===== config.mk =====
export PLATFORM = sky130hd
export DESIGN_NAME = router_stats_top
export DESIGN_NICKNAME = d
export VERILOG_FILES = /design/src/source/router_stats_pkg.sv /design/src/source/router_stats_top.sv /design/src/source/port_stats_counters.sv /design/src/source/router_port_regs.sv /design/src/source/apb_reg_access.sv
export SDC_FILE = /design/constraint.sdc
export NUM_CORES = 2
export LEC_CHECK = 0
export ABC_AREA = 1
export CAP_MARGIN = 10
export CORE_UTILIZATION = 44
export CTS_CLUSTER_SIZE = 14
export DETAILED_ROUTE_END_ITERATION = 16
export DONT_BUFFER_PORTS = 1
export GPL_TIMING_DRIVEN = 0
export HOLD_SLACK_MARGIN = 0.06
export PLACE_DENSITY = 0.69
export SETUP_SLACK_MARGIN = 0.3
export SYNTH_ARGS = -nofsm -noshare
export SYNTH_HDL_FRONTEND = slang
export SYNTH_SLANG_ARGS = --single-unit

===== constraint.sdc =====
create_clock -name core_clk_ifc -period 11.4 [get_ports core_clk_ifc]
set_input_delay 2.28 -clock core_clk_ifc [delete_from_list [all_inputs] [get_ports core_clk_ifc]]
set_output_delay 2.28 -clock core_clk_ifc [all_outputs]
set_load 0.03 [all_outputs]

===== src/source/router_stats_pkg.sv =====
// Shared widths, register map and counter types for the router statistics block
// Imported by every RTL module of the statistics and control corner

package router_stats_pkg;

    ////////////////////////////////////////
    // Bus widths

    localparam int APB_ADDR_W = 12;                // Byte address
    localparam int APB_DATA_W = 32;
    localparam int REG_ADDR_W = APB_ADDR_W - 2;    // Word address

    localparam int MAX_PORTS = 8;                  // Per direction, one bit each in enable/sample

    ////////////////////////////////////////
    // Register word addresses

    localparam int ADDR_VERSION       = 0;
    localparam int ADDR_NUM_REGS      = 1;
    localparam int ADDR_ING_ENABLE    = 2;
    localparam int ADDR_EGR_ENABLE    = 3;
    localparam int ADDR_ING_LINK_STAT = 4;
    localparam int ADDR_EGR_LINK_STAT = 5;
    localparam int ADDR_ING_SAMPLE    = 6;
    localparam int ADDR_EGR_SAMPLE    = 7;
    localparam int ADDR_CNT_BASE      = 8;         // Ingress snapshots, then egress

    // Counter order inside one port's group of four
    localparam int NUM_CNT_PER_PORT = 4;
    localparam int CNT_PKTS         = 0;
    localparam int CNT_BYTES        = 1;
    localparam int CNT_ERRS         = 2;
    localparam int CNT_DROPS        = 3;

    localparam logic [7:0] VERSION_MAJOR = 8'd1;
    localparam logic [7:0] VERSION_MINOR = 8'd0;

    ////////////////////////////////////////
    // Payload types

    typedef logic [31:0] ing_cnt_t;
    typedef logic [15:0] egr_cnt_t;
    typedef logic [15:0] pkt_len_t;

endpackage

===== src/source/router_stats_top.sv =====
// Top level of the router statistics block
// APB access stage, register stage and the ingress and egress counter banks

`timescale 1ns/1ps

module router_stats_top #(
    parameter logic [15:0] MODULE_ID     = 16'h0,
    parameter int          NUM_ING_PORTS = 4,
    parameter int          NUM_EGR_PORTS = 2
) (
    input  logic                                    core_clk_ifc,
    input  logic                                    peripheral_sresetn_core,
    input  logic [router_stats_pkg::APB_ADDR_W-1:0] paddr,
    input  logic                                    psel,
    input  logic                                    penable,
    input  logic                                    pwrite,
    input  logic [router_stats_pkg::APB_DATA_W-1:0] pwdata,
    output logic                                    pready,
    output logic [router_stats_pkg::APB_DATA_W-1:0] prdata,
    output logic                                    pslverr,
    input  logic [NUM_ING_PORTS-1:0]                ing_link_up,
    input  logic [NUM_EGR_PORTS-1:0]                egr_link_up,
    input  logic [NUM_ING_PORTS-1:0]                ing_pkt_valid,
    input  router_stats_pkg::pkt_len_t              ing_pkt_len [NUM_ING_PORTS],
    input  logic [NUM_ING_PORTS-1:0]                ing_pkt_err,
    input  logic [NUM_ING_PORTS-1:0]                ing_buf_full_drop,
    input  logic [NUM_EGR_PORTS-1:0]                egr_pkt_valid,
    input  router_stats_pkg::pkt_len_t              egr_pkt_len [NUM_EGR_PORTS],
    input  logic [NUM_EGR_PORTS-1:0]                egr_pkt_err,
    input  logic [NUM_EGR_PORTS-1:0]                egr_buf_full_drop,
    output logic [NUM_ING_PORTS-1:0]                ing_port_enable,
    output logic [NUM_EGR_PORTS-1:0]                egr_port_enable
);
    import router_stats_pkg::*;

    logic                     reg_wr_en;
    logic                     reg_rd_en;
    logic [REG_ADDR_W-1:0]    reg_word_addr;
    logic [APB_DATA_W-1:0]    reg_wdata;
    logic [APB_DATA_W-1:0]    reg_rdata;
    logic                     reg_addr_err;
    logic [NUM_ING_PORTS-1:0] ing_cnt_clear;
    logic [NUM_EGR_PORTS-1:0] egr_cnt_clear;
    ing_cnt_t ing_cnt_pkts [NUM_ING_PORTS];
    ing_cnt_t ing_cnt_bytes [NUM_ING_PORTS];
    ing_cnt_t ing_cnt_errs [NUM_ING_PORTS];
    ing_cnt_t ing_cnt_drops [NUM_ING_PORTS];
    egr_cnt_t egr_cnt_pkts [NUM_EGR_PORTS];
    egr_cnt_t egr_cnt_bytes [NUM_EGR_PORTS];
    egr_cnt_t egr_cnt_errs [NUM_EGR_PORTS];
    egr_cnt_t egr_cnt_drops [NUM_EGR_PORTS];

    ////////////////////////////////////////
    // Bus and register stages

    apb_reg_access u_apb_reg_access (
        .core_clk_ifc, .peripheral_sresetn_core,
        .paddr, .psel, .penable, .pwrite, .pwdata, .pready, .prdata, .pslverr,
        .reg_wr_en, .reg_rd_en, .reg_word_addr, .reg_wdata, .reg_rdata, .reg_addr_err
    );

    router_port_regs #(
        .MODULE_ID     (MODULE_ID),
        .NUM_ING_PORTS (NUM_ING_PORTS),
        .NUM_EGR_PORTS (NUM_EGR_PORTS)
    ) u_router_port_regs (
        .core_clk_ifc, .peripheral_sresetn_core,
        .reg_wr_en, .reg_rd_en, .reg_word_addr, .reg_wdata, .reg_rdata, .reg_addr_err,
        .ing_link_up, .egr_link_up, .ing_port_enable, .egr_port_enable,
        .ing_cnt_clear, .egr_cnt_clear,
        .ing_cnt_pkts, .ing_cnt_bytes, .ing_cnt_errs, .ing_cnt_drops,
        .egr_cnt_pkts, .egr_cnt_bytes, .egr_cnt_errs, .egr_cnt_drops
    );

    ////////////////////////////////////////
    // Counter banks, 32-bit ingress and 16-bit egress

    port_stats_counters #(
        .NUM_PORTS (NUM_ING_PORTS),
        .cnt_t     (ing_cnt_t)
    ) u_ing_counters (
        .core_clk_ifc, .peripheral_sresetn_core,
        .port_enable   (ing_port_enable),
        .cnt_clear     (ing_cnt_clear),
        .pkt_valid     (ing_pkt_valid),
        .pkt_len       (ing_pkt_len),
        .pkt_err       (ing_pkt_err),
        .buf_full_drop (ing_buf_full_drop),
        .cnt_pkts      (ing_cnt_pkts),
        .cnt_bytes     (ing_cnt_bytes),
        .cnt_errs      (ing_cnt_errs),
        .cnt_drops     (ing_cnt_drops)
    );

    port_stats_counters #(
        .NUM_PORTS (NUM_EGR_PORTS),
        .cnt_t     (egr_cnt_t)
    ) u_egr_counters (
        .core_clk_ifc, .peripheral_sresetn_core,
        .port_enable   (egr_port_enable),
        .cnt_clear     (egr_cnt_clear),
        .pkt_valid     (egr_pkt_valid),
        .pkt_len       (egr_pkt_len),
        .pkt_err       (egr_pkt_err),
        .buf_full_drop (egr_buf_full_drop),
        .cnt_pkts      (egr_cnt_pkts),
        .cnt_bytes     (egr_cnt_bytes),
        .cnt_errs      (egr_cnt_errs),
        .cnt_drops     (egr_cnt_drops)
    );

endmodule


===== src/source/port_stats_counters.sv =====
// Saturating packet, byte, error and drop counters for one direction
// cnt_t selects the counter width, so one module serves ingress and egress

`timescale 1ns/1ps

module port_stats_counters #(
    parameter int  NUM_PORTS = 4,
    parameter type cnt_t     = logic [31:0]
) (
    input  logic                       core_clk_ifc,
    input  logic                       peripheral_sresetn_core,
    input  logic [NUM_PORTS-1:0]       port_enable,
    input  logic [NUM_PORTS-1:0]       cnt_clear,
    input  logic [NUM_PORTS-1:0]       pkt_valid,
    input  router_stats_pkg::pkt_len_t pkt_len [NUM_PORTS],
    input  logic [NUM_PORTS-1:0]       pkt_err,
    input  logic [NUM_PORTS-1:0]       buf_full_drop,
    output cnt_t                       cnt_pkts  [NUM_PORTS],
    output cnt_t                       cnt_bytes [NUM_PORTS],
    output cnt_t                       cnt_errs  [NUM_PORTS],
    output cnt_t                       cnt_drops [NUM_PORTS]
);
    import router_stats_pkg::*;

    localparam int CW = $bits(cnt_t);

    // Add with clamp at the all-ones value of cnt_t
    function automatic cnt_t sat_add(input cnt_t base, input pkt_len_t inc);
        logic [CW:0] sum;
        sum = {1'b0, base} + (CW+1)'(inc);
        if (sum[CW]) begin
            return '1;
        end
        return sum[CW-1:0];
    endfunction

    ////////////////////////////////////////
    // Counter update

    always_ff @(posedge core_clk_ifc) begin
        if (!peripheral_sresetn_core) begin
            for (int p = 0; p < NUM_PORTS; p++) begin
                cnt_pkts[p]  <= '0;
                cnt_bytes[p] <= '0;
                cnt_errs[p]  <= '0;
                cnt_drops[p] <= '0;
            end
        end else begin
            for (int p = 0; p < NUM_PORTS; p++) begin
                if (cnt_clear[p]) begin         // Clear beats a same-cycle event
                    cnt_pkts[p]  <= '0;
                    cnt_bytes[p] <= '0;
                    cnt_errs[p]  <= '0;
                    cnt_drops[p] <= '0;
                end else if (port_enable[p]) begin
                    if (pkt_valid[p]) begin
                        cnt_pkts[p]  <= sat_add(cnt_pkts[p], pkt_len_t'(1));
                        cnt_bytes[p] <= sat_add(cnt_bytes[p], pkt_len[p]);
                        if (pkt_err[p]) begin
                            cnt_errs[p] <= sat_add(cnt_errs[p], pkt_len_t'(1));
                        end
                    end
                    if (buf_full_drop[p]) begin
                        cnt_drops[p] <= sat_add(cnt_drops[p], pkt_len_t'(1));
                    end
                end
            end
        end
    end

endmodule


===== src/source/router_port_regs.sv =====
// Register file for port enables, link status and counter sampling
// Sits behind apb_reg_access and drives enables and clears to both counter banks

`timescale 1ns/1ps

module router_port_regs #(
    parameter logic [15:0] MODULE_ID     = 16'h0,
    parameter int          NUM_ING_PORTS = 4,
    parameter int          NUM_EGR_PORTS = 2
) (
    input  logic                                    core_clk_ifc,
    input  logic                                    peripheral_sresetn_core,
    input  logic                                    reg_wr_en,
    input  logic                                    reg_rd_en,
    input  logic [router_stats_pkg::REG_ADDR_W-1:0] reg_word_addr,
    input  logic [router_stats_pkg::APB_DATA_W-1:0] reg_wdata,
    output logic [router_stats_pkg::APB_DATA_W-1:0] reg_rdata,
    output logic                                    reg_addr_err,
    input  logic [NUM_ING_PORTS-1:0]                ing_link_up,
    input  logic [NUM_EGR_PORTS-1:0]                egr_link_up,
    output logic [NUM_ING_PORTS-1:0]                ing_port_enable,
    output logic [NUM_EGR_PORTS-1:0]                egr_port_enable,
    output logic [NUM_ING_PORTS-1:0]                ing_cnt_clear,
    output logic [NUM_EGR_PORTS-1:0]                egr_cnt_clear,
    input  router_stats_pkg::ing_cnt_t              ing_cnt_pkts  [NUM_ING_PORTS],
    input  router_stats_pkg::ing_cnt_t              ing_cnt_bytes [NUM_ING_PORTS],
    input  router_stats_pkg::ing_cnt_t              ing_cnt_errs  [NUM_ING_PORTS],
    input  router_stats_pkg::ing_cnt_t              ing_cnt_drops [NUM_ING_PORTS],
    input  router_stats_pkg::egr_cnt_t              egr_cnt_pkts  [NUM_EGR_PORTS],
    input  router_stats_pkg::egr_cnt_t              egr_cnt_bytes [NUM_EGR_PORTS],
    input  router_stats_pkg::egr_cnt_t              egr_cnt_errs  [NUM_EGR_PORTS],
    input  router_stats_pkg::egr_cnt_t              egr_cnt_drops [NUM_EGR_PORTS]
);
    import router_stats_pkg::*;

    localparam int NUM_SNAP   = NUM_CNT_PER_PORT * (NUM_ING_PORTS + NUM_EGR_PORTS);
    localparam int TOTAL_REGS = ADDR_CNT_BASE + NUM_SNAP;

    localparam logic [APB_DATA_W-1:0] VERSION_WORD = {VERSION_MAJOR, VERSION_MINOR, MODULE_ID};
    // Valid-port masks, also the enable reset values
    localparam logic [MAX_PORTS-1:0] ING_MASK = {MAX_PORTS{1'b1}} >> (MAX_PORTS - NUM_ING_PORTS);
    localparam logic [MAX_PORTS-1:0] EGR_MASK = {MAX_PORTS{1'b1}} >> (MAX_PORTS - NUM_EGR_PORTS);

    logic [MAX_PORTS-1:0]     ing_enable_q;
    logic [MAX_PORTS-1:0]     egr_enable_q;
    logic [MAX_PORTS-1:0]     ing_sample_q;
    logic [MAX_PORTS-1:0]     egr_sample_q;
    logic [NUM_ING_PORTS-1:0] ing_link_q;
    logic [NUM_EGR_PORTS-1:0] egr_link_q;
    logic [NUM_ING_PORTS-1:0] ing_sample_req;
    logic [NUM_ING_PORTS-1:0] ing_sample_req_d;
    logic [NUM_EGR_PORTS-1:0] egr_sample_req;
    logic [NUM_EGR_PORTS-1:0] egr_sample_req_d;
    logic [NUM_ING_PORTS-1:0] ing_rise;
    logic [NUM_EGR_PORTS-1:0] egr_rise;
    logic [APB_DATA_W-1:0]    snap [NUM_SNAP];      // Ingress groups first, then egress
    logic [APB_DATA_W-1:0]    rd_word;

    ////////////////////////////////////////
    // Register writes

    always_ff @(posedge core_clk_ifc) begin
        if (!peripheral_sresetn_core) begin
            ing_enable_q <= ING_MASK;
            egr_enable_q <= EGR_MASK;
            ing_sample_q <= '0;
            egr_sample_q <= '0;
        end else if (reg_wr_en) begin
            case (reg_word_addr)
                ADDR_ING_ENABLE: ing_enable_q <= reg_wdata[MAX_PORTS-1:0] & ING_MASK;
                ADDR_EGR_ENABLE: egr_enable_q <= reg_wdata[MAX_PORTS-1:0] & EGR_MASK;
                ADDR_ING_SAMPLE: ing_sample_q <= reg_wdata[MAX_PORTS-1:0] & ING_MASK;
                ADDR_EGR_SAMPLE: egr_sample_q <= reg_wdata[MAX_PORTS-1:0] & EGR_MASK;
                default: ;          // Read-only words ignore writes
            endcase
        end
    end

    ////////////////////////////////////////
    // Status, sample edges and snapshots

    assign ing_rise = ing_sample_req & ~ing_sample_req_d;
    assign egr_rise = egr_sample_req & ~egr_sample_req_d;

    always_ff @(posedge core_clk_ifc) begin
        if (!peripheral_sresetn_core) begin
            ing_port_enable  <= '1;
            egr_port_enable  <= '1;
            ing_link_q       <= '0;
            egr_link_q       <= '0;
            ing_sample_req   <= '0;
            ing_sample_req_d <= '0;
            egr_sample_req   <= '0;
            egr_sample_req_d <= '0;
            ing_cnt_clear    <= '0;
            egr_cnt_clear    <= '0;
            for (int i = 0; i < NUM_SNAP; i++) begin
                snap[i] <= '0;
            end
        end else begin
            ing_port_enable  <= ing_enable_q[NUM_ING_PORTS-1:0];
            egr_port_enable  <= egr_enable_q[NUM_EGR_PORTS-1:0];
            ing_link_q       <= ing_link_up;
            egr_link_q       <= egr_link_up;
            ing_sample_req   <= ing_sample_q[NUM_ING_PORTS-1:0];
            ing_sample_req_d <= ing_sample_req;
            egr_sample_req   <= egr_sample_q[NUM_EGR_PORTS-1:0];
            egr_sample_req_d <= egr_sample_req;
            ing_cnt_clear    <= ing_rise;   // Snapshot and clear in the same edge
            egr_cnt_clear    <= egr_rise;

            for (int p = 0; p < NUM_ING_PORTS; p++) begin
                if (ing_rise[p]) begin
                    snap[NUM_CNT_PER_PORT*p + CNT_PKTS]  <= APB_DATA_W'(ing_cnt_pkts[p]);
                    snap[NUM_CNT_PER_PORT*p + CNT_BYTES] <= APB_DATA_W'(ing_cnt_bytes[p]);
                    snap[NUM_CNT_PER_PORT*p + CNT_ERRS]  <= APB_DATA_W'(ing_cnt_errs[p]);
                    snap[NUM_CNT_PER_PORT*p + CNT_DROPS] <= APB_DATA_W'(ing_cnt_drops[p]);
                end
            end
            // Egress groups follow the last ingress port
            for (int p = 0; p < NUM_EGR_PORTS; p++) begin
                if (egr_rise[p]) begin
                    snap[NUM_CNT_PER_PORT*(NUM_ING_PORTS+p) + CNT_PKTS]
                        <= APB_DATA_W'(egr_cnt_pkts[p]);
                    snap[NUM_CNT_PER_PORT*(NUM_ING_PORTS+p) + CNT_BYTES]
                        <= APB_DATA_W'(egr_cnt_bytes[p]);
                    snap[NUM_CNT_PER_PORT*(NUM_ING_PORTS+p) + CNT_ERRS]
                        <= APB_DATA_W'(egr_cnt_errs[p]);
                    snap[NUM_CNT_PER_PORT*(NUM_ING_PORTS+p) + CNT_DROPS]
                        <= APB_DATA_W'(egr_cnt_drops[p]);
                end
            end
        end
    end

    ////////////////////////////////////////
    // Read path

    always_comb begin
        rd_word = '0;
        case (reg_word_addr)
            ADDR_VERSION:       rd_word = VERSION_WORD;
            ADDR_NUM_REGS:      rd_word = APB_DATA_W'(TOTAL_REGS);
            ADDR_ING_ENABLE:    rd_word = APB_DATA_W'(ing_enable_q);
            ADDR_EGR_ENABLE:    rd_word = APB_DATA_W'(egr_enable_q);
            ADDR_ING_LINK_STAT: rd_word = APB_DATA_W'(ing_link_q);
            ADDR_EGR_LINK_STAT: rd_word = APB_DATA_W'(egr_link_q);
            ADDR_ING_SAMPLE:    rd_word = APB_DATA_W'(ing_sample_q);
            ADDR_EGR_SAMPLE:    rd_word = APB_DATA_W'(egr_sample_q);
            default: begin
                if (reg_word_addr < TOTAL_REGS) begin
                    rd_word = snap[reg_word_addr - ADDR_CNT_BASE];
                end
            end
        endcase
    end

    always_ff @(posedge core_clk_ifc) begin
        if (reg_rd_en) begin
            reg_rdata <= rd_word;
        end
    end

    always_ff @(posedge core_clk_ifc) begin
        if (!peripheral_sresetn_core) begin
            reg_addr_err <= 1'b0;
        end else begin
            reg_addr_err <= (reg_wr_en | reg_rd_en) && (reg_word_addr >= TOTAL_REGS);
        end
    end

endmodule


===== src/source/apb_reg_access.sv =====
// APB slave front end, one wait state per transfer
// Turns each transfer into a single read or write strobe for the register file

`timescale 1ns/1ps

module apb_reg_access (
    input  logic                                    core_clk_ifc,
    input  logic                                    peripheral_sresetn_core,
    input  logic [router_stats_pkg::APB_ADDR_W-1:0] paddr,
    input  logic                                    psel,
    input  logic                                    penable,
    input  logic                                    pwrite,
    input  logic [router_stats_pkg::APB_DATA_W-1:0] pwdata,
    output logic                                    pready,
    output logic [router_stats_pkg::APB_DATA_W-1:0] prdata,
    output logic                                    pslverr,
    output logic                                    reg_wr_en,
    output logic                                    reg_rd_en,
    output logic [router_stats_pkg::REG_ADDR_W-1:0] reg_word_addr,
    output logic [router_stats_pkg::APB_DATA_W-1:0] reg_wdata,
    input  logic [router_stats_pkg::APB_DATA_W-1:0] reg_rdata,
    input  logic                                    reg_addr_err
);
    import router_stats_pkg::*;

    logic access_q;     // High in the second access cycle
    logic unaligned_q;
    logic first_access;
    logic unaligned;

    assign first_access = psel & penable & ~access_q;
    assign unaligned    = |paddr[1:0];

    ////////////////////////////////////////
    // Strobes to the register file

    assign reg_wr_en     = first_access & pwrite & ~unaligned;   // Unaligned writes dropped
    assign reg_rd_en     = first_access & ~pwrite;
    assign reg_word_addr = paddr[APB_ADDR_W-1:2];
    assign reg_wdata     = pwdata;

    always_ff @(posedge core_clk_ifc) begin
        if (!peripheral_sresetn_core) begin
            access_q    <= 1'b0;
            unaligned_q <= 1'b0;
        end else begin
            access_q <= first_access;     // Drops again after one cycle
            if (first_access) begin
                unaligned_q <= unaligned;
            end
        end
    end

    ////////////////////////////////////////
    // Completion

    assign pready  = access_q;
    assign pslverr = access_q & (unaligned_q | reg_addr_err);
    // Unaligned reads return zero
    assign prdata  = (access_q && !unaligned_q) ? reg_rdata : '0;

endmodule


==> run metrics <==
Sink Count 1357; RSZ-0062 raised after global routing no; vias after detailed routing 66500; Worst Hold Class flop to flop; Psw 3060 uW; Post-Route WL 259000 microns; worst path arrival time just under 3 ns; fraction of layout cells with a size suffix above 1 a little under 5%; Fin Hold WS 0.434 ns; DRC viols 0; Comb power frac 9.3%; final slew viol count 0; setup ws final 6.18 ns; chip width 406 microns; cell row count 147; Synth warnings 0; first drt pass iteration count 7; Iter 0 DRT Violations 8011; largest net degree at the start of global routing 33; CP cell instances nand2_1 -> nor2_1; CP Capture Type output port; Cell Area, Placed 0.0750 sq mm; Final Hold Viols 0; crit start category flop; synth cell count leaders 2289 x nand2_1, 1362 x nor2_1, 1252 x inv_1, 685 x dfxtp_1, 672 x edfxtp_1; vias per inst 5.58; top-count cell post-synth nand2_1; post-CTS resize count 0; buffers plus inverters on the worst setup path 0; gr ovfl total 0; Core Footprint 0.161 sq mm; Power Density approximately 140 mW/mm^2; Seq/Total Area, Yosys 47.3%; Post-Syn Nets approximately 9700; CTS tree yes; gr usage total 30.8%; Max-Cap Viols 0; Levels on crit path 2; average size of a mapped cell 7.59 sq um; FFs w/ async S/R, synth 0%; number of global-route vias before repair 61500; DIE AREA between 0.15 and 0.2 sq mm; initial antenna violation count 21; IO Pins 209; Synth top area share 28.2%; Slew headroom 10.8%; final setup fails 0; Port Buffers 0; first-pass GRT wire length approximately 380000 microns; Num CTS Buffers about 150; Seq cells post-synth 1357; Initial Util 44.5%; Worst IR Drop VDD 165 uV; Leak 0.0307 uW; library cells used by synthesis 62; Hold Path Cell Cnt 2; clock share of power 44.2%; Place WS 6.07 ns; H-tree level count 4; setup bufs post-CTS 0; Area growth syn-to-layout 11.8%; Critical Path RT approximately 9.1 ns; Post-synth EDFFs around 670; Sw Ratio 26.4%; Setup CP Type flop to output port; gpl congestion 1.02; slew of the pin with the lowest slew margin 1.33 ns; Final nets around 10000; CP max stage cell nor2_1; status completed; leading area contributor after synthesis edfxtp_1; Finished Cell Area 0.0801 sq mm; Layout Skew 0.0474 ns; Clock transition at path regs 0.06 ns; FMAX 192 MHz; main area contributors after synthesis edfxtp_1 28%, dfxtp_1 19%, nand2_1 12%; mapped cell area 0.0717 sq mm; DPL Wire Length 202000 microns; worst-path fanout max 5; fin crit period 5.22 ns; CP max stage delay 1.04 ns; CTS root buf clkbuf_16; Final period util 45.8%; Power Internal around 8500 uW; Primary FF master, synth dfxtp_1; Skew-Pair Late Insertion Delay 0.81 ns; Post-Syn Instances 9438; count of hold-fix buffers inserted at cts 0; Antenna Nets Post-Route 0; clock buffer depth 3; Die Y 406 microns; Flop pwr share a little under half; wire per inst between 20 and 25 microns; critical path's top delay family simple AND/OR/NAND/NOR gates; Worst Reg2Reg Path Length in Cells 10
sequential cells by signal, summed over array words and instances (netlist names), 32 cells and up:
register	cells
u_ing_counters.cnt_errs	128
u_ing_counters.cnt_pkts	128
u_egr_counters.cnt_drops	32
u_router_port_regs.snap	640
u_router_port_regs.reg_rdata	32
u_egr_counters.cnt_pkts	32
u_egr_counters.cnt_bytes	32
u_ing_counters.cnt_bytes	128
u_egr_counters.cnt_errs	32
u_ing_counters.cnt_drops	128
power groups by stage:
stage | clock (uW) | combinational (uW) | sequential [uW]
floorplan | 0 | 684 | 5450
global placement | 0 | 1010 | 5520
global route | 5310 | 1170 | 5390
CTS | 5130 | 1050 | 5370
detailed placement | 0 | 1050 | 5480
finish | 5110 | 1080 | 5380
layout make-up:
type                    count  area (sq um)
diodes                     10          25.0
plain buffers             303          1310
clock buffers             206          4210
clock inverters            80           900
fillers                 15700         81000
inverters                1278          4800
multi-input cells        6500         31800
flip-flops and latches   1357         33900
well taps                2160          2700
repair buffers             23           528
placed cells by master, fill, tap and decap left out, types with 21 or more instances in the layout:
master	count
a22oi_1	182
nand2_1	2289
buf_2	75
xor2_1	248
a31oi_1	94
nor3_1	236
xnor2_1	65
o21ai_0	258
clkbuf_1	230
or2_2	29
clkinv_1	22
nor4_1	31
nand3_1	597
nand4_1	179
nor2_1	1361
ha_1	114
a21oi_1	579
inv_1	1252
clkbuf_16	156
clkinv_2	23
dfxtp_1	685
inv_2	22
edfxtp_1	672
buf_1	24
nor2_2	21
per-layer routing:
layer	share of wire [%]	vias to the layer above	GRT usage, %
li1	-	31300	-
met2	43	3215	47.3
met5	0.058	-	0
met3	11	505	8.18
met4	4.5	24	13.1
met1	41	31500	40.9
path summary, 6_finish.rpt:
check | end | slack, ns | start
worst max-delay path | prdata[0] | 6.18 | u_apb_reg_access.pready
worst min-delay path | u_router_port_regs.ing_sample_req_d[1] | 0.43 | u_router_port_regs.ing_sample_req[1]
worst max register to register | u_ing_counters.cnt_errs[79] | 8.48 | u_router_port_regs.ing_port_enable[1]
worst min register to register | u_router_port_regs.ing_sample_req_d[1] | 0.43 | u_router_port_regs.ing_sample_req[1]
cell families after synthesis:
kind of cell	count (synthesis)	synth area share (%)
flip-flops	1357	47.3
buffers and inverters	1581	8.52
AO/OA/AOI/OAI	1228	9.81
AND/OR/NAND/NOR	4839	28.4
XOR/XNOR	313	3.82
adder cells (fa/ha/maj)	120	2.16
worst min-delay path, stage by stage, from the launching register on:
cell and delay [ns]:
dfxtp_1 0.30, nand2_1 0.08, inv_1 0.04
per-stage QoR:
stage	std cells	TNS [ns]	total power (uW)	util [%]
2_1_floorplan	9438	0	6140	-
3_3_place_gp	11600	-1183.56	6540	46.2
3_5_place_dp	11600	0	6520	46.5
4_1_cts	11900	0	11600	49.7
5_1_grt	11900	0	11900	49.7
6_report	11900	0	11600	49.7
No activity file was read; power rests on OpenSTA's default activity.
